===== config.mk =====
export PLATFORM = sky130hd
export DESIGN_NAME = ceu_req_parser_flat
export DESIGN_NICKNAME = d
export VERILOG_FILES = /design/src/ceu_v2p_pkg.sv /design/src/dest_wr_if.sv /design/src/ceu_req_parser.sv /design/src/flat_wrapper.sv
export SDC_FILE = /design/constraint.sdc
export NUM_CORES = 1
export LEC_CHECK = 0
export BUFFER_PORTS_ARGS = -buffer_cell sky130_fd_sc_hd__clkbuf_2
export CAP_MARGIN = 20
export CORE_AREA = 2 2 607 609
export DETAILED_ROUTE_END_ITERATION = 12
export DIE_AREA = 0 0 609 611
export GPL_ROUTABILITY_DRIVEN = 0
export PLACE_DENSITY = 0.3
export SYNTH_ARGS = -nofsm -noshare
export SYNTH_HDL_FRONTEND = slang
export SYNTH_SLANG_ARGS = --single-unit

===== constraint.sdc =====
create_clock -name clk -period 13 [get_ports clk]
set_clock_uncertainty 0.1 [all_clocks]
set_input_delay 3.9 -clock clk [delete_from_list [all_inputs] [get_ports clk]]
set_output_delay 3.9 -clock clk [all_outputs]
set_load 0.05 [all_outputs]

===== src/ceu_v2p_pkg.sv =====
// shared widths, queue sizes, request encodings and header decode for the v2p request parser
`default_nettype none

package ceu_v2p_pkg;

    // ------------------------------------------------------------
    // stream and header widths
    // ------------------------------------------------------------
    localparam int hd_width     = 128;
    localparam int dt_width     = 256;
    localparam int type_width   = 4;
    localparam int opcode_width = 4;

    // queue depths
    localparam int hdr_depth      = 16;
    localparam int mpt_data_depth = 64;
    localparam int mtt_data_depth = 256;
    localparam int mdata_depth    = 256;
    // almost-full at depth - 4, covers the registered write stage
    localparam int afull_margin   = 4;

    // ------------------------------------------------------------
    // header encodings
    // ------------------------------------------------------------
    // type field, top 4 header bits
    typedef enum logic [type_width-1:0] {
        wr_mpt_tpt    = 4'd1,
        wr_mtt_tpt    = 4'd2,
        wr_icmmap_tpt = 4'd3,
        map_icm_tpt   = 4'd4
    } req_type_e;

    // opcode field, next 4 bits
    // mpt_write, mtt_write, icmmap_en and map_icm_en all encode as 1
    // mpt_invalid, icmmap_dis and map_icm_dis all encode as 2
    typedef enum logic [opcode_width-1:0] {
        op_write   = 4'd1,
        op_invalid = 4'd2
    } req_opcode_e;

    // enable/disable aliases for the mdata types
    localparam req_opcode_e op_en  = op_write;
    localparam req_opcode_e op_dis = op_invalid;

    typedef enum logic [1:0] {
        dest_none,
        dest_mpt,
        dest_mtt,
        dest_mdata
    } dest_e;

    typedef struct packed {
        dest_e dest;
        logic  with_payload;
    } route_t;

    typedef enum logic {
        st_parse,
        st_forward
    } parse_state_e;

    // type/opcode to destination; unknown pairs map to dest_none
    function automatic route_t decode_route(input logic [hd_width-1:0] hdr);
        req_type_e   typ;
        req_opcode_e op;
        route_t      r;
        typ = req_type_e'(hdr[hd_width-1 -: type_width]);
        op  = req_opcode_e'(hdr[hd_width-type_width-1 -: opcode_width]);
        r.dest         = dest_none;
        r.with_payload = 1'b0;
        case (typ)
            wr_mpt_tpt: begin
                if (op == op_write || op == op_invalid) begin
                    r.dest         = dest_mpt;
                    r.with_payload = (op == op_write);
                end
            end
            wr_mtt_tpt: begin
                if (op == op_write) begin
                    r.dest         = dest_mtt;
                    r.with_payload = 1'b1;
                end
            end
            wr_icmmap_tpt, map_icm_tpt: begin
                if (op == op_en || op == op_dis) begin
                    r.dest         = dest_mdata;
                    r.with_payload = (op == op_en);
                end
            end
            default: r.dest = dest_none;
        endcase
        return r;
    endfunction

endpackage

`default_nettype wire


===== src/dest_wr_if.sv =====
// write bundle from the parser into one destination's header and payload queues
`default_nettype none

interface dest_wr_if;
    import ceu_v2p_pkg::*;

    // header queue side
    logic                hdr_wr;
    logic [hd_width-1:0] hdr_din;
    logic                hdr_afull;

    // payload queue side
    logic                data_wr;
    logic [dt_width-1:0] data_din;
    logic                data_afull;

    // parser end
    modport src (
        output hdr_wr, hdr_din, data_wr, data_din,
        input  hdr_afull, data_afull
    );

    // queue end
    modport sink (
        input  hdr_wr, hdr_din, data_wr, data_din,
        output hdr_afull, data_afull
    );

endinterface

`default_nettype wire


===== src/ceu_req_parser.sv =====
// splits the request stream into per-destination header and payload queue writes
`default_nettype none

module ceu_req_parser (
    input  logic                             clk,
    input  logic                             rst,
    input  logic                             tvalid,
    input  logic [ceu_v2p_pkg::dt_width-1:0] tdata,
    input  logic                             tlast,
    input  logic [ceu_v2p_pkg::hd_width-1:0] theader,
    output logic                             tready,
    dest_wr_if.src                           mpt,
    dest_wr_if.src                           mtt,
    dest_wr_if.src                           mdata
);
    import ceu_v2p_pkg::*;

    parse_state_e        state;
    route_t              route_q;
    route_t              route_cur;
    logic [hd_width-1:0] hdr_q;
    logic [dt_width-1:0] data_q;
    logic                last_q;
    logic                ready_en;
    logic [3:1]          data_wr_q;
    logic [3:1]          hdr_wr_v;
    // bit 0 is dest_none and never stalls
    logic [3:0]          hdr_afull_v;
    logic [3:0]          data_afull_v;
    logic                any_afull;
    logic                accept;
    logic                hdr_go;

    // ------------------------------------------------------------
    // almost-full levels by destination
    // ------------------------------------------------------------
    assign hdr_afull_v  = {mdata.hdr_afull, mtt.hdr_afull, mpt.hdr_afull, 1'b0};
    assign data_afull_v = {mdata.data_afull, mtt.data_afull, mpt.data_afull, 1'b0};
    assign any_afull    = (|hdr_afull_v) || (|data_afull_v);

    // live header on the first beat, latched one after that
    assign route_cur = (state == st_parse) ? decode_route(theader) : route_q;

    // ------------------------------------------------------------
    // ready
    // ------------------------------------------------------------
    always_comb begin
        case (state)
            // a new packet waits until every queue has room
            st_parse:   tready = ready_en && !any_afull;
            // payload beats stall only on their own data queue
            st_forward: tready = !last_q &&
                                 !(route_cur.with_payload && data_afull_v[route_cur.dest]);
            default:    tready = 1'b0;
        endcase
    end

    assign accept = tvalid && tready;

    // header write after the last beat, held while its queue is almost-full
    assign hdr_go = (state == st_forward) && last_q && !hdr_afull_v[route_q.dest];

    // only the routed destination gets the header
    always_comb begin
        hdr_wr_v = '0;
        if (hdr_go && route_q.dest != dest_none) begin
            hdr_wr_v[route_q.dest] = 1'b1;
        end
    end

    // ------------------------------------------------------------
    // state, route and last flag
    // ------------------------------------------------------------
    always_ff @(posedge clk or posedge rst) begin
        if (rst) begin
            state     <= st_parse;
            route_q   <= '{dest: dest_none, with_payload: 1'b0};
            last_q    <= 1'b0;
            ready_en  <= 1'b0;
            data_wr_q <= '0;
        end else begin
            ready_en  <= 1'b1;
            // one beat in, one registered write out
            data_wr_q <= '0;
            if (accept && route_cur.with_payload) begin
                data_wr_q[route_cur.dest] <= 1'b1;
            end
            case (state)
                st_parse: begin
                    if (accept) begin
                        state   <= st_forward;
                        route_q <= route_cur;
                        last_q  <= tlast;
                    end
                end
                st_forward: begin
                    // dest_none leaves here too, with nothing written
                    if (hdr_go) begin
                        state  <= st_parse;
                        last_q <= 1'b0;
                    end else if (accept && tlast) begin
                        last_q <= 1'b1;
                    end
                end
                default: state <= st_parse;
            endcase
        end
    end

    // header and beat holding registers
    always_ff @(posedge clk) begin
        if (accept) begin
            data_q <= tdata;
        end
        if (accept && state == st_parse) begin
            hdr_q <= theader;
        end
    end

    // ------------------------------------------------------------
    // write bundles
    // ------------------------------------------------------------
    assign mpt.hdr_wr    = hdr_wr_v[1];
    assign mpt.hdr_din   = hdr_q;
    assign mpt.data_wr   = data_wr_q[1];
    assign mpt.data_din  = data_q;

    assign mtt.hdr_wr    = hdr_wr_v[2];
    assign mtt.hdr_din   = hdr_q;
    assign mtt.data_wr   = data_wr_q[2];
    assign mtt.data_din  = data_q;

    assign mdata.hdr_wr   = hdr_wr_v[3];
    assign mdata.hdr_din  = hdr_q;
    assign mdata.data_wr  = data_wr_q[3];
    assign mdata.data_din = data_q;

    // ------------------------------------------------------------
    // checks
    // ------------------------------------------------------------
    // input closed from the last beat until the parser is back in parse
    a_no_beat_after_last: assert property (
        @(posedge clk) disable iff (rst)
        accept && tlast |=> !tready until (state == st_parse)
    ) else $error("tready high after the last beat");

    // one header per packet, none again before the next first beat
    a_one_hdr_dest: assert property (
        @(posedge clk) disable iff (rst)
        |hdr_wr_v |=> !(|hdr_wr_v) until (state == st_parse && accept)
    ) else $error("header written more than once for one packet");

    // payload lands only in the queue latched for this packet
    a_one_data_dest: assert property (
        @(posedge clk) disable iff (rst)
        |data_wr_q |-> route_q.with_payload &&
                       (data_wr_q == (3'b001 << (route_q.dest - 1)))
    ) else $error("payload written to a destination other than the packet's");

    // header goes out in forward and no beat of its packet trails it
    a_hdr_in_forward: assert property (
        @(posedge clk) disable iff (rst)
        |hdr_wr_v |-> (state == st_forward) ##1 !(|data_wr_q)
    ) else $error("header write outside forward state or ahead of its payload");

endmodule

`default_nettype wire


===== src/flat_wrapper.sv =====
// flat-port wrapper written by rule: the top's interface ports become plain ports
module ceu_req_parser_flat import ceu_v2p_pkg::*;
  (clk, rst, tvalid, tdata, tlast, theader, tready, mpt_hdr_wr, mpt_hdr_din, mpt_data_wr, mpt_data_din, mpt_hdr_afull, mpt_data_afull, mtt_hdr_wr, mtt_hdr_din, mtt_data_wr, mtt_data_din, mtt_hdr_afull, mtt_data_afull, mdata_hdr_wr, mdata_hdr_din, mdata_data_wr, mdata_data_din, mdata_hdr_afull, mdata_data_afull);
  dest_wr_if mpt_i ();
  dest_wr_if mtt_i ();
  dest_wr_if mdata_i ();
  input  logic clk;
  input  logic rst;
  input  logic tvalid;
  input  logic [ceu_v2p_pkg::dt_width-1:0] tdata;
  input  logic tlast;
  input  logic [ceu_v2p_pkg::hd_width-1:0] theader;
  output logic tready;
  output wire logic [$bits(mpt_i.hdr_wr)-1:0] mpt_hdr_wr;
  output wire logic [$bits(mpt_i.hdr_din)-1:0] mpt_hdr_din;
  output wire logic [$bits(mpt_i.data_wr)-1:0] mpt_data_wr;
  output wire logic [$bits(mpt_i.data_din)-1:0] mpt_data_din;
  input wire logic [$bits(mpt_i.hdr_afull)-1:0] mpt_hdr_afull;
  input wire logic [$bits(mpt_i.data_afull)-1:0] mpt_data_afull;
  output wire logic [$bits(mtt_i.hdr_wr)-1:0] mtt_hdr_wr;
  output wire logic [$bits(mtt_i.hdr_din)-1:0] mtt_hdr_din;
  output wire logic [$bits(mtt_i.data_wr)-1:0] mtt_data_wr;
  output wire logic [$bits(mtt_i.data_din)-1:0] mtt_data_din;
  input wire logic [$bits(mtt_i.hdr_afull)-1:0] mtt_hdr_afull;
  input wire logic [$bits(mtt_i.data_afull)-1:0] mtt_data_afull;
  output wire logic [$bits(mdata_i.hdr_wr)-1:0] mdata_hdr_wr;
  output wire logic [$bits(mdata_i.hdr_din)-1:0] mdata_hdr_din;
  output wire logic [$bits(mdata_i.data_wr)-1:0] mdata_data_wr;
  output wire logic [$bits(mdata_i.data_din)-1:0] mdata_data_din;
  input wire logic [$bits(mdata_i.hdr_afull)-1:0] mdata_hdr_afull;
  input wire logic [$bits(mdata_i.data_afull)-1:0] mdata_data_afull;
  assign mpt_hdr_wr = mpt_i.hdr_wr;
  assign mpt_hdr_din = mpt_i.hdr_din;
  assign mpt_data_wr = mpt_i.data_wr;
  assign mpt_data_din = mpt_i.data_din;
  assign mpt_i.hdr_afull = mpt_hdr_afull;
  assign mpt_i.data_afull = mpt_data_afull;
  assign mtt_hdr_wr = mtt_i.hdr_wr;
  assign mtt_hdr_din = mtt_i.hdr_din;
  assign mtt_data_wr = mtt_i.data_wr;
  assign mtt_data_din = mtt_i.data_din;
  assign mtt_i.hdr_afull = mtt_hdr_afull;
  assign mtt_i.data_afull = mtt_data_afull;
  assign mdata_hdr_wr = mdata_i.hdr_wr;
  assign mdata_hdr_din = mdata_i.hdr_din;
  assign mdata_data_wr = mdata_i.data_wr;
  assign mdata_data_din = mdata_i.data_din;
  assign mdata_i.hdr_afull = mdata_hdr_afull;
  assign mdata_i.data_afull = mdata_data_afull;
  ceu_req_parser u_core (.clk(clk), .rst(rst), .tvalid(tvalid), .tdata(tdata), .tlast(tlast), .theader(theader), .tready(tready), .mpt(mpt_i), .mtt(mtt_i), .mdata(mdata_i));
endmodule

==> flow_metrics.tcl <==
set metrics [dict create \
    p_sw_share_pct 39.7 \
    clock_power_share_pct 38.2 \
    start_kind "input pin" \
    drt-initial-drc-count 1075 \
    path_delay_family "simple AND/OR/NAND/NOR gates" \
    cts_tree "done" \
    netlist_instances 1219 \
    yosysWarnings 0 \
    slowest_stage "and4b_1" \
    yosys.area.top_type "edfxtp_1" \
    cp_max_fo 4 \
    sequentialPowerShare_pct 37.2 \
    hp-class "reg -> reg" \
    post_cts_resize_count 0 \
    remaining_drc_errors 0 \
    maxSlewHeadroom_pct 31.4 \
    slowest_delay_ns 0.43 \
    drive_gt1_share_pct 78.2 \
    cts.sinks 393 \
    fin_crit_sh_pct 73.1 \
    postCtsHoldBufs 0 \
    ys.flop_type "edfxtp_1" \
    synth_area_um2 17900 \
    tightest_slew_ns 1.03 \
    hold_slack_ns 0.487 \
    cp-startpoint "mdata_hdr_afull" \
    postRouteAntennaNets 0 \
    clock_path_buffers 3 \
    fmax_ghz 0.105 \
    grt_pass1_wl_mm 215 \
    power.leakage_nw 11.2 \
    synth_area_per_cell_um2 14.7 \
    htree_levels 2 \
    port_buffers 1552 \
    die_y_um 611 \
    overflow 0 \
    vias 13700 \
    cp_cell_sequence "clkbuf_2 -> nor4_1 -> and4b_1 -> nor2_1 -> a41oi_1 -> clkbuf_2" \
    async_reset_ff_share_pct 2.29 \
    outcome "complete, no violations" \
    final_cell_mix "clkbuf_2 (1,552), edfxtp_1 (384), clkbuf_16 (57)" \
    rsz0062_at_grt "false" \
    clk-insertion-delay-late_ns 0.73 \
    final_common_cell "clkbuf_2" \
    ios 1553 \
    worst_hold_startpoint "u_core.route_q[0]" \
    synth_top_area_share_pct 64.3 \
    irDropWorstVdd_uv 111 \
    period_minus_slack_ns 9.50 \
    clockRootBuffer "clkbuf_16" \
    antenna_found_initial 182 \
    slew_viol_final 0 \
    maxCapViolations 0 \
    critPathRequiredTime_ns 9.00 \
    power.density_nw_per_um2 156 \
    via_per_inst 1.98 \
    placementRows 222 \
    setup_viol 0 \
    area_delta_synth_final_pct 56.2 \
    synth_cell_type_count 37 \
    coreArea_um2 365000 \
    tns_ns 0 \
    ys_top_cells_by_area "edfxtp_1 (64%), buf_4 (32%), dfrtp_1 (1.3%), nand2_1 (0.17%), a31oi_4 (0.12%)" \
    post_cts_buffers 0 \
    arrival_ns 5.50 \
    dp_hpwl_mm 173 \
    dieWidth_um 609 \
    grt_max_degree 111 \
    netSwitchingPower_w 0.00174 \
    synth_edf_count 384 \
    combPwrFrac_pct 24.6 \
    critPathKind "in -> out" \
    fin_nets 2462 \
    p_int_w 0.00264 \
    drtPass1Iterations 5 \
    yosysSeqAreaShare_pct 65.6 \
    finalHoldViolCount 0 \
    clk_pin_slew_ns 0.06 \
    synth_fp_nets 1613 \
    worst-path-buf-inv 2 \
    endpoint_kind "output port" \
    initial_core_util_pct 4.91 \
    cp_common_cell "clkbuf_2" \
    r2r_start "u_core.state" \
    grt_pass1_vias 12200 \
    dieArea_um2 372000 \
    wl_mm 190 \
    post_drt_wl_per_cell_um 27.4 \
    gr-usage-all-layers_pct 9.71 \
    cts_buffers 57 \
    synth-seq-cells 393 \
]
worst register-to-register path, delay by kind of cell (launching register included):
kind,cells,cell delay [ns]
AO/OA/AOI/OAI,2,0.73
buffers and inverters,2,0.77
AND/OR/NAND/NOR,2,0.78
flip-flops,1,0.52
registers in the layout (all words and copies together) (netlist names):
| signal | count |
|---|---|
| u_core.data_wr_q | 3 |
| u_core.last_q | 1 |
| u_core.mdata.data_din | 256 |
| u_core.mdata.hdr_din | 128 |
| u_core.ready_en | 1 |
| u_core.route_q | 3 |
| u_core.state | 1 |
cells in the mapped netlist (all sizes together) (2+ instances only):
cell type / number
xor2: 2
nor2: 5
o21ai: 2
dfrtp: 9
nand2: 8
a21oi: 3
o31ai: 2
edfxtp: 384
a41oi: 2
a31oi: 2
nor2b: 3
buf: 770
inv: 3
nor4b: 2
o211ai: 2
nor4: 3
nor3: 3
cells by family (layout without fill, tap and decap cells):
logic type | count (synthesis) | in the layout | synth area share (%)
other | 1 | 19 | 0.0209
AND/OR/NAND/NOR | 30 | 30 | 0.970
buffers and inverters | 773 | 1670 | 32.3
AO/OA/AOI/OAI | 18 | 18 | 0.893
XOR/XNOR | 2 | 2 | 0.0977
flip-flops | 393 | 393 | 65.6
multiplexers | 2 | 2 | 0.140
routing by layer:
layer	vias up	track usage [%]	wire length, um	share of wire, %
li1	5123	-	-	-
met3	482	4.66	21700	11
met4	64	3.38	8090	4.2
met2	1307	18.0	99600	52
met5	-	0	468	0.25
met1	6763	9.26	60500	32
power by group through the flow:
stage	Clock (W)	Sequential, W	Combinational, W
after floorplan	0	0.00183	0.000695
after global placement	0	0.00166	0.00110
after detailed placement	0	0.00166	0.00109
after CTS	0.00178	0.00163	0.00110
after global routing	0.00180	0.00164	0.00111
final	0.00167	0.00163	0.00108
layout make-up:
cell class / instances / area [um^2]
Sequential cell: 393 / 11800
Timing Repair Buffer: 1560 / 7850
Antenna cell: 18 / 45.0
Clock buffer: 65 / 1460
Fill cell: 42600 / 337000
Clock inverter: 42 / 464
Tap cell: 4816 / 6030
Multi-Input combinational cell: 53 / 392
Inverter: 3 / 16.3
path summary, 6_finish.rpt:
path	to	slack, ns	cells past startpoint
setup / recovery	tready	3.50	6
hold / removal	u_core.route_q[0]	0.49	2
setup reg to reg	u_core.mdata.data_din[194]	9.27	6
hold reg to reg	u_core.route_q[0]	0.49	2
max in group asynchronous	u_core.data_wr_q[2]	9.25	2
min in group asynchronous	u_core.ready_en	3.13	2
metrics by stage:
stage	setup slack [ns]	cells	area (um^2)	total power, W	utilization [%]
after CTS	3.37	6932	28000	0.00452	7.66
final	3.50	6950	28000	0.00438	7.67
after floorplan	0.306	1219	17900	0.00253	-
after detailed placement	3.37	6825	26000	0.00275	7.14
after global routing	3.24	6943	28000	0.00456	7.67
after global placement	3.30	6825	26000	0.00276	7.14
(Power assumes the default switching activity.)
