### src/sync_fifo.sv
// first-word-fall-through register queue with almost-full flag, used for all destination queues
`default_nettype none

module sync_fifo #(
    parameter int width       = 32,
    parameter int depth       = 16,
    parameter int afull_level = 12
) (
    input  logic             clk,
    input  logic             rst,
    input  logic             wr_en,
    input  logic [width-1:0] din,
    input  logic             rd_en,
    output logic [width-1:0] dout,
    output logic             empty,
    output logic             afull
);

    localparam int aw = (depth > 1) ? $clog2(depth) : 1;
    localparam int cw = $clog2(depth + 1);

    logic [width-1:0] mem [depth];
    logic [aw-1:0]    wr_ptr;
    logic [aw-1:0]    rd_ptr;
    logic [cw-1:0]    count;
    logic             do_wr;
    logic             do_rd;

    // ------------------------------------------------------------
    // flags
    // ------------------------------------------------------------
    assign empty = (count == '0);
    assign afull = (count >= cw'(afull_level));
    // drop writes into a full queue, reads of an empty one
    assign do_wr = wr_en && (count != cw'(depth));
    assign do_rd = rd_en && !empty;

    // head entry shows without a read strobe
    assign dout = mem[rd_ptr];

    // storage
    always_ff @(posedge clk) begin
        if (do_wr) begin
            mem[wr_ptr] <= din;
        end
    end

    // ------------------------------------------------------------
    // pointers and occupancy
    // ------------------------------------------------------------
    always_ff @(posedge clk or posedge rst) begin
        if (rst) begin
            wr_ptr <= '0;
            rd_ptr <= '0;
            count  <= '0;
        end else begin
            if (do_wr) begin
                wr_ptr <= (wr_ptr == aw'(depth - 1)) ? '0 : wr_ptr + 1'b1;
            end
            if (do_rd) begin
                rd_ptr <= (rd_ptr == aw'(depth - 1)) ? '0 : rd_ptr + 1'b1;
            end
            // simultaneous read and write keeps the count
            case ({do_wr, do_rd})
                2'b10:   count <= count + 1'b1;
                2'b01:   count <= count - 1'b1;
                default: count <= count;
            endcase
        end
    end

    // almost-full margin must absorb the writer's pipeline
    a_no_overflow: assert property (
        @(posedge clk) disable iff (rst) wr_en |-> (count != cw'(depth))
    ) else $error("write into a full queue");

    a_no_underflow: assert property (
        @(posedge clk) disable iff (rst) rd_en |-> !empty
    ) else $error("read from an empty queue");

endmodule

`default_nettype wire

### config.mk
export PLATFORM = sky130hd
export DESIGN_NAME = sync_fifo
export DESIGN_NICKNAME = d
export VERILOG_FILES = /design/src/sync_fifo.sv
export SDC_FILE = /design/constraint.sdc
export NUM_CORES = 1
export LEC_CHECK = 0
export BUFFER_PORTS_ARGS = -buffer_cell sky130_fd_sc_hd__buf_2
export CAP_MARGIN = 5
export CELL_PAD_IN_SITES_DETAIL_PLACEMENT = 1
export CELL_PAD_IN_SITES_GLOBAL_PLACEMENT = 2
export CORE_ASPECT_RATIO = 1.25
export CORE_MARGIN = 3
export CORE_UTILIZATION = 44
export CTS_BUF_LIST = sky130_fd_sc_hd__clkbuf_4 sky130_fd_sc_hd__clkbuf_8 sky130_fd_sc_hd__clkbuf_16
export DETAILED_ROUTE_END_ITERATION = 10
export GPL_TIMING_DRIVEN = 0
export HOLD_SLACK_MARGIN = 0.05
export PLACE_DENSITY = 0.76
export SYNTH_ARGS = -nofsm -noshare
export SYNTH_HDL_FRONTEND = slang
export SYNTH_SLANG_ARGS = --single-unit
### constraint.sdc
create_clock -name clk -period 3.61 [get_ports clk]
set_input_delay 0.361 -clock clk [delete_from_list [all_inputs] [get_ports clk]]
set_output_delay 0.361 -clock clk [all_outputs]
set_load 0.01 [all_outputs]
==> results of run 1 <==
-- Yosys cell counts (all sizes together) --
cell type,n,area share [%]
nand3,3,0.098
o31ai,1,0.037
or4,1,0.055
nor2b,2,0.061
edfxtp,512,75
nand2b,2,0.061
ha,9,0.55
a22o,1,0.043
a22oi,32,1.2
mux2,3,0.20
a21o,3,0.12
nor3,5,0.12
dfrtp,13,1.6
a21oi,3,0.074
nor2,15,0.28
a32oi,32,1.4
buf,37,1.2
o211ai,1,0.037
mux4,96,11
clkbuf,18,0.36
o21ai,37,0.91
fa,1,0.098
a31oi,1,0.031
inv,6,0.11
mux2i,97,4.8
nand2,12,0.22
xnor2,5,0.21
and2,1,0.031
o21a,2,0.11
xor2,1,0.043
-- sequential cells by signal, indices dropped and copies added, names as in the netlist --
name and flops:
mem 512, wr_ptr 4, count 5, rd_ptr 4
-- report_power, final --
group / switching (uW) / total, uW / leakage, uW / internal [uW]
combinational: 3640 / 6140 / 0.00220 / 2500
clock: 2120 / 4810 / 0.000745 / 2690
sequential: 177 / 7490 / 0.00478 / 7310
total: 5940 / 18400 / 0.00773 / 12500
-- placed cells by master (no fill, tap or decap), types with 4 or more instances in the layout --
cell type,Yosys,layout
o21ai_0,5,5
buf_12,0,7
buf_4,7,9
nor3_2,0,4
inv_1,6,6
nand2_1,12,12
xnor2_1,5,5
buf_16,0,5
a32oi_1,32,32
nor2_4,0,12
clkbuf_1,16,16
clkinv_2,0,5
ha_1,9,9
clkbuf_16,0,51
mux2i_1,97,97
dfrtp_1,13,13
o21ai_1,32,32
a22oi_1,32,32
clkinv_1,0,15
buf_6,6,19
clkbuf_4,1,16
edfxtp_1,512,512
mux4_2,96,96
buf_2,21,90
-- repair_timing --
item | CTS | global route
buffers inserted | 0 | 0
gates resized for setup | 0 | 0
hold buffers | 1 | 0
setup endpoints to repair | 0 | 0
hold endpoints to repair | 13 | 0
-- cell families (layout without fill, tap and decap cells) --
| group | count (synthesis) | count (layout) | share of synthesized area [%] |
|---|---|---|---|
| flops | 525 | 525 | 77.0 |
| mux | 196 | 196 | 15.6 |
| compound gates | 113 | 113 | 3.91 |
| buf+inv | 61 | 246 | 1.63 |
| simple gates | 41 | 41 | 0.927 |
| fa+ha+maj | 10 | 10 | 0.651 |
| xor+xnor | 6 | 6 | 0.258 |
| other cells | 0 | 1 | 0 |
-- worst max-delay path, cell delays in order (launching register included) --
cell and delay [ns]:
dfrtp_1 0.32, clkbuf_1 0.28, buf_2 0.43, clkbuf_1 0.68, a32oi_1 0.20, o21ai_1 0.23
buf_2 0.19
-- area by class of cell --
class	count	area, um^2	area share, %
buffer	55	309	1.32
clock buffer	66	1390	5.91
timing repair buffer	98	810	3.44
sequential	525	15700	66.8
antenna	1	2.50	0.0106
clock inverter	21	90.1	0.383
multi-input combinational	366	4460	19.0
inverter	6	22.5	0.0958
tap	578	723	3.08
-- how the worst max path moves through the flow --
stage	from	endpoint	slack, ns
5_1_grt	rd_ptr[3]	dout[15]	0.22
6_report	rd_ptr[3]	dout[15]	0.35
3_5_place_dp	count[0]	count[4]	0.66
4_1_cts	rd_ptr[3]	dout[15]	0.29
2_1_floorplan	count[0]	mem[0][0]	0.02
3_3_place_gp	count[0]	mem[1][17]	-3.23
-- metal layers --
metal / vias to the layer above / track usage, % / part of all wire, %
li1: 4298 / - / -
met1: 5363 / 26.0 / 41
met2: 257 / 35.9 / 53
met3: 70 / 2.65 / 4.1
met4: 2 / 5.31 / 2.3
met5: - / 0 / 0.014
-- stage by stage --
step                      hold slack [ns]  area, um^2  util [%]  setup slack (ns)  power, uW
after detailed placement            0.455       22000      48.5             0.656      13900
after CTS                           0.142       23500      51.8             0.291      18700
after floorplan                     0.238       20400         -            0.0198      11500
after global routing                0.162       23500      51.8             0.220      19300
after global placement              0.453       21400      47.2             -3.23      13500
final                               0.172       23500      51.8             0.352      18400
==> results.ini, run 1 <==
[timing]
max_freq_ghz = 0.307
maxSlewViolCount = 0
worstMarginPinSlew_ns = 1.02
rsz0062_at_grt = no
finalCritPeriodShare_pct = 90.2
skew_ns = 0.0122
finalSetupViolCount = 0
period_minus_slack_ns = 3.26
final_hold_viol_count = 0
slew_headroom_pct = 31.8
fin_tns_setup_ns = 0

[clock_network]
cts.sinks = 525
cts_root_buf = clkbuf_16
cts-htree-levels = 2
tritoncts = done
cts_buffers = 50
clkSlewWorstSetupHoldPaths_ns = 0.06
clockBufferDepth = 3
clkLatencyLatePin_ns = 0.56

[drt]
drtIter0Drc = 839
wl_per_cell_um = 28.2
drc_errors = 0
drt_pass1_iterations = 6
drtAntennaViolNets = 0
vias = 9990
routed_via_density = 5.82
wl_mm = 48.5

[setup_path]
ff2ff_path_depth = 10
cp.required_ns = 3.25
crit_arrival_ns = 2.90
timing.rr.start = count[0]
reg2reg_to = count[4]
critPathCaptureType = primary output
startpoint_type = register
reg2reg_slack_ns = 0.67
path_class = register to primary output
cp_max_fo = 10

[placement]
place_congestion = 0.711
dpl.hpwl_mm = 31.6
port_buffers = 69
placedCellCount = 1627

[pwr]
power_leakage_uw = 0.00773
ir_drop_uv = 408
power.density_mw_per_mm2 = 784

[global_route]
grt_max_degree = 22
antenna_found_initial = 2
grt_usage_pct = 20.1
grt_overflow_total = 0
grt_first_pass_wirelength_mm = 71.6
grt_pass1_vias = 10900

[yosys]
netlist_area_mm2 = 0.0204
syn_nets = 998
synthCells = 952
synth_cell_type_count = 40
syn_avg_cell_area_um2 = 21.4
ys_seq_area_share_pct = 77.0
ys_ff_latch = 525
yosys_warnings = 0

[layout]
final_layout_size_suffix_gt1_share_pct = 28.5
n_fill_cell = 4020
final_cells = 1716
final_nets = 1148
areaGrowthSynthToFinish_pct = 15.3

[hold_path]
hold_depth = 1
hold_path_end = mem[4][3]
min_path_type = input pin to register
hold_start = din[3]

[run]
maxCapViolations = 0

[floorplan]
die_w_um = 198
dieArea_mm2 = 0.0489
num_io_pins = 70
start_util_pct = 44.9
core_mm2 = 0.0454
chipHeight_um = 247
rows = 87

[status]
status = finished clean

(Power assumes the default switching activity.)
==> inputs of run 2 (changes only) <==
==> config.mk (replaced) <==
export PLATFORM = sky130hd
export DESIGN_NAME = sync_fifo
export DESIGN_NICKNAME = d
export VERILOG_FILES = /design/src/sync_fifo.sv
export SDC_FILE = /design/constraint.sdc
export NUM_CORES = 1
export LEC_CHECK = 0
export BUFFER_PORTS_ARGS = -buffer_cell sky130_fd_sc_hd__buf_2
export CELL_PAD_IN_SITES_DETAIL_PLACEMENT = 1
export CELL_PAD_IN_SITES_GLOBAL_PLACEMENT = 2
export CORE_ASPECT_RATIO = 1.25
export CORE_MARGIN = 3
export CORE_UTILIZATION = 46
export CTS_BUF_LIST = sky130_fd_sc_hd__clkbuf_2 sky130_fd_sc_hd__clkbuf_4 sky130_fd_sc_hd__clkbuf_8
export DETAILED_ROUTE_END_ITERATION = 10
export GPL_TIMING_DRIVEN = 0
export HOLD_SLACK_MARGIN = 0.05
export PLACE_DENSITY = 0.79
export SYNTH_ARGS = -nofsm -noshare
export SYNTH_HDL_FRONTEND = slang
export SYNTH_SLANG_ARGS = --single-unit
==> run 2 against run 1 <==
Die area down 4.2%. Non-clock buffer count up 5. Register-to-register slack about the same. Core utilization is 2.7 points higher. Cell area is 0.50% higher. Fmax decreased by 1.0%. Clock-buffer cell count rose by 46. Flip-flop and latch count unchanged. Clock skew rose by 0.023 ns. Critical path type unchanged. Largest cell class unchanged. Highest routed layer is now met4.
==> results.ini, run 2 (same netlist as run 1, synthesis figures left out) <==
[status]
status = finished clean

[layout]
final_nets = 1182
areaGrowthSynthToFinish_pct = 15.9
top_register = mem
layout_common_cells = 512 x edfxtp_1, 97 x mux2i_1, 96 x mux4_2
final_layout_size_suffix_gt1_share_pct = 31.3
reg.largest.list = mem (512), count (5)
final_cells = 1764
largest_reg_flops = 512
final_common_cell = edfxtp_1

[pwr]
power.density_mw_per_mm2 = 781
power_leakage_uw = 0.00782
ir_drop_uv = 407

[setup_path]
crit_family = buffers and inverters
critPathCaptureType = primary output
crit_arrival_ns = 2.93
path_cells = clkbuf_1 -> buf_2 -> clkbuf_1 -> a32oi_1 -> o21ai_1 -> buf_2
critPathSlowestCell = clkbuf_1
crit_cells = 6
ff2ff_path_depth = 10
reg2reg_to = count[4]
reg2reg_slack_ns = 0.67
startpoint_type = register
slowest_delay_ns = 0.68
cp.required_ns = 3.25
critical_path_buf_inv_count = 4
timing.rr.start = count[0]
startpoint = rd_ptr[3]
path_class = register to primary output
setup.worst_path.end = dout[15]
cp_max_fo = 10

[clock_network]
cts_resized = 0
cts_root_buf = clkbuf_8
clockBufferDepth = 3
tritoncts = done
cts-htree-levels = 3
clkSlewWorstSetupHoldPaths_ns = 0.07
cts.sinks = 525
clkLatencyLatePin_ns = 0.64
cts_buffers = 79

[timing]
whs_ns = 0.0926
slew_headroom_pct = 26.7
rsz0062_at_grt = no
max_freq_ghz = 0.304
worstMarginPinSlew_ns = 1.09
period_minus_slack_ns = 3.29
maxSlewViolCount = 0
fin_tns_setup_ns = 0
finalCritPeriodShare_pct = 91.2
final_hold_viol_count = 0
skew_ns = 0.0349
finalSetupViolCount = 0

[global_route]
grt_max_degree = 23
grt_first_pass_wirelength_mm = 72.7
grt_usage_pct = 21.1
grtUsageMet1_pct = 27.3
grt_pass1_vias = 11200
grt_util_met2_pct = 36.7
use_met3_pct = 3.45
grt_overflow_total = 0
gr-max-usage-layer = met2
antenna_found_initial = 2

[drt]
drtAntennaViolNets = 0
drt_pass1_iterations = 5
drc_errors = 0
routed_via_density = 5.84
drtIter0Drc = 921
wl_mm = 48.9
vias = 10300
wl_per_cell_um = 27.7

[placement]
port_buffers = 69
dpl.hpwl_mm = 30.9
placedCellCount = 1611
place_congestion = 0.720

[floorplan]
chipHeight_um = 241
core_mm2 = 0.0434
dieArea_mm2 = 0.0469
num_io_pins = 70
die_w_um = 194
start_util_pct = 47.0
rows = 85

[hold_path]
hold_depth = 1
min_path_type = input pin to register

[run]
maxCapViolations = 0

## run 2: cell types whose count changed in the layout (fill, tap and decap cells not counted), moves of 3 or more
cell           delta
clkbuf_4         +15
clkbuf_8         +82
dlygate4sd3_1     +8
clkinv_2          +3
bufinv_16         +3
clkbuf_16        -51
## run 2: worst reg2reg max path: stages (launching register included)
cell and delay [ns]:
dfrtp_1 0.44, or4_4 0.60, o21a_1 0.24, buf_6 0.16
inv_1 0.05, ha_1 0.28, ha_1 0.32, a21o_1 0.17
a21oi_1 0.19, mux2i_1 0.27, xnor2_1 0.15
## run 2: per-layer routing
layer	vias to the layer above	part of all wire, %
met5	-	0
met4	0	2.7
met3	81	5.1
met2	336	52
met1	5507	40
li1	4378	-
## run 2: area by class of cell
type	instances	area [um^2]
antenna	2	5.00
inverter	6	22.5
clock buffer	112	1350
timing repair buffer	103	848
buffer	55	309
sequential	525	15700
fill	3881	19800
clock inverter	30	216
multi-input combinational	366	4460
tap	565	707
## run 2: worst min path at each step
stage,slack (ns),startpoint,end
CTS,0.05,din[23],mem[15][23]
global placement,0.44,rst,count[2]
floorplan,0.24,rst,count[0]
global route,0.08,din[31],mem[9][31]
detailed placement,0.46,rst,count[2]
finish,0.09,din[31],mem[9][31]
## run 2: where the power goes
| part | total (uW) | internal [uW] | switching [uW] |
|---|---|---|---|
| logic | 6090 | 2480 | 3610 |
| clock network | 4870 | 2640 | 2230 |
| registers | 7500 | 7310 | 181 |
| total | 18500 | 12400 | 6020 |
## run 2: what timing repair did
| action | in CTS | in global routing |
|---|---|---|
| hold buffers | 9 | 0 |
| setup buffers | 0 | 0 |
| hold endpoints to repair | 57 | 0 |
## run 2: per-stage QoR
step	power [uW]	area, um^2	worst slack [ns]	util (%)
finish	18500	23600	0.318	54.4
global route	19300	23600	0.170	54.4
CTS	18700	23600	0.259	54.4
detailed placement	13800	22000	0.659	50.6
global placement	13500	21400	-2.90	49.4
floorplan	11500	20400	0.0198	-
==> inputs of run 3 (changes only) <==
--- a/config.mk
+++ b/config.mk
@@ -8,7 +8,6 @@
 export BUFFER_PORTS_ARGS = -buffer_cell sky130_fd_sc_hd__buf_2
 export CELL_PAD_IN_SITES_DETAIL_PLACEMENT = 1
 export CELL_PAD_IN_SITES_GLOBAL_PLACEMENT = 2
-export CORE_ASPECT_RATIO = 1.25
 export CORE_MARGIN = 3
 export CORE_UTILIZATION = 46
 export CTS_BUF_LIST = sky130_fd_sc_hd__clkbuf_2 sky130_fd_sc_hd__clkbuf_4 sky130_fd_sc_hd__clkbuf_8
==> run 3 against run 2 <==
Sequential power about the same. Clock skew down 0.021 ns. Core utilization up 0.23 points. Routed wire length grew 2.5%. Cell count is 1.6% higher. Via count rose by 0.57%. Cell area is 0.57% higher. First-iteration DRC count up 13%. Clock power is 2% higher. Critical path type unchanged.
==> results.ini, run 3 (same netlist as run 1, synthesis figures left out) <==
[timing]
finalCritPeriodShare_pct = 93.2
rsz0062_at_grt = no
max_freq_ghz = 0.297
whs_ns = 0.0985
final_hold_viol_count = 0
period_minus_slack_ns = 3.36
worstMarginPinSlew_ns = 1.17
skew_ns = 0.0142
slew_headroom_pct = 21.9
maxSlewViolCount = 0
finalSetupViolCount = 0

[floorplan]
dieArea_mm2 = 0.0469
core_mm2 = 0.0435
chipHeight_um = 216
num_io_pins = 70
die_w_um = 216
start_util_pct = 46.9
rows = 76

[drt]
vias = 10400
wl_mm = 50.1
wl_per_cell_um = 27.9
drtAntennaViolNets = 0
drc_errors = 0
drt_pass1_iterations = 5
routed_via_density = 5.78
drtIter0Drc = 1043

[setup_path]
crit_family = buffers and inverters
path_class = register to primary output
crit_arrival_ns = 3.00
critPathCaptureType = primary output
startpoint = rd_ptr[1]
startpoint_type = register
path_cells = buf_2 -> buf_2 -> buf_2 -> mux4_2 -> a32oi_1 -> o21ai_1 -> buf_2
reg2reg_slack_ns = 0.70
critPathSlowestCell = buf_2
slowest_delay_ns = 0.46
cp_max_fo = 10
timing.rr.start = count[0]
ff2ff_path_depth = 10
setup.worst_path.end = dout[28]
critical_path_buf_inv_count = 4
crit_top_cell = buf_2
cp.required_ns = 3.25
reg2reg_to = count[4]
crit_cells = 7

[status]
status = finished clean

[global_route]
grt_max_degree = 21
grt_pass1_vias = 11400
antenna_found_initial = 1
grt_overflow_total = 0
grt_first_pass_wirelength_mm = 74.6
grt_usage_pct = 21.9

[clock_network]
clkLatencyLatePin_ns = 0.63
clkSlewWorstSetupHoldPaths_ns = 0.06
tritoncts = done
cts.sinks = 525
cts_resized = 0
cts_buffers = 87
cts-htree-levels = 3
cts_root_buf = clkbuf_8
clockBufferDepth = 3

[run]
maxCapViolations = 0

[placement]
place_area_mm2 = 0.0221
place_congestion = 0.712
dpl.hpwl_mm = 31.6
port_buffers = 69

[layout]
largest_reg_flops = 512
top_register = mem
final_nets = 1187
antenna_cells = 0
areaGrowthSynthToFinish_pct = 16.6
design_area_mm2 = 0.0238
layout_common_cells = 512 x edfxtp_1, 97 x mux2i_1, 96 x mux4_2
final_common_cell = edfxtp_1
n_fill_cell = 3849
reg.largest.list = mem (512), count (5)
final_layout_size_suffix_gt1_share_pct = 32.1

[hold_path]
min_path_type = input pin to register

[pwr]
power.density_mw_per_mm2 = 784
ir_drop_uv = 470
power_leakage_uw = 0.00788

## run 3: cell count changes in the layout (fill, tap and decap cells not counted), sizes merged
cell,previous run,this run
clkbuf,130,136
clkinvlp,2,3
buf,131,136
inv,7,6
diode,2,0
bufinv,3,1
dlygate4sd3,9,1
clkinv,24,33
## run 3: per-layer routing
| layer | vias up | part of all wire (%) | global-route usage, % |
|---|---|---|---|
| met5 | - | 0.040 | 0 |
| met1 | 5577 | 41 | 28.8 |
| li1 | 4401 | - | - |
| met2 | 302 | 52 | 37.5 |
| met4 | 2 | 2.2 | 6.04 |
| met3 | 79 | 4.8 | 4.33 |
## run 3: power breakdown
part           internal, uW  leakage (uW)  switching, uW
registers              7320       0.00478            191
logic                  2510       0.00223           3660
clock network          2680      0.000871           2270
## run 3: layout make-up
cell class / count / area [um^2] / share of cell area, %
Buffer: 55 / 309 / 1.30
Clock buffer: 118 / 1460 / 6.13
Clock inverter: 37 / 190 / 0.801
Inverter: 6 / 22.5 / 0.0948
Multi-Input combinational cell: 366 / 4460 / 18.8
Sequential cell: 525 / 15700 / 66.1
Tap cell: 585 / 732 / 3.08
Timing Repair Buffer: 100 / 887 / 3.73
## run 3: how the worst min path moves through the flow
stage	startpoint	endpoint	slack (ns)	depth (start not counted)
final	din[13]	mem[7][13]	0.1	1
after global routing	din[14]	mem[7][14]	0.08	1
after CTS	din[13]	mem[6][13]	0.05	1
after detailed placement	rst	wr_ptr[0]	0.46	2
after global placement	rst	wr_ptr[1]	0.45	2
after floorplan	rst	count[0]	0.24	1
## run 3: worst reg2reg max path, stage by stage, from the launching register on
cell and delay, ns:
dfrtp_1 0.44, or4_4 0.60, o21a_1 0.22, buf_6 0.14, inv_1 0.06, ha_1 0.29
ha_1 0.32, a21o_1 0.17, a21oi_1 0.17, mux2i_1 0.27, xnor2_1 0.16
## run 3: stage by stage
stage                     util, %  worst slack (ns)  cells  setup TNS [ns]  power, uW
after floorplan                 -            0.0198    952               0      11500
after global placement       49.4             -2.87   1606         -703.75      13500
final                        54.7             0.246   1792               0      18600
after CTS                    54.7             0.194   1792               0      18800
after global routing         54.7             0.139   1792               0      19500
after detailed placement     50.8             0.693   1636               0      13900
## run 3: what timing repair did
action,CTS,global route
buffers inserted,0,0
hold buffers,1,0
hold endpoints to repair,13,0
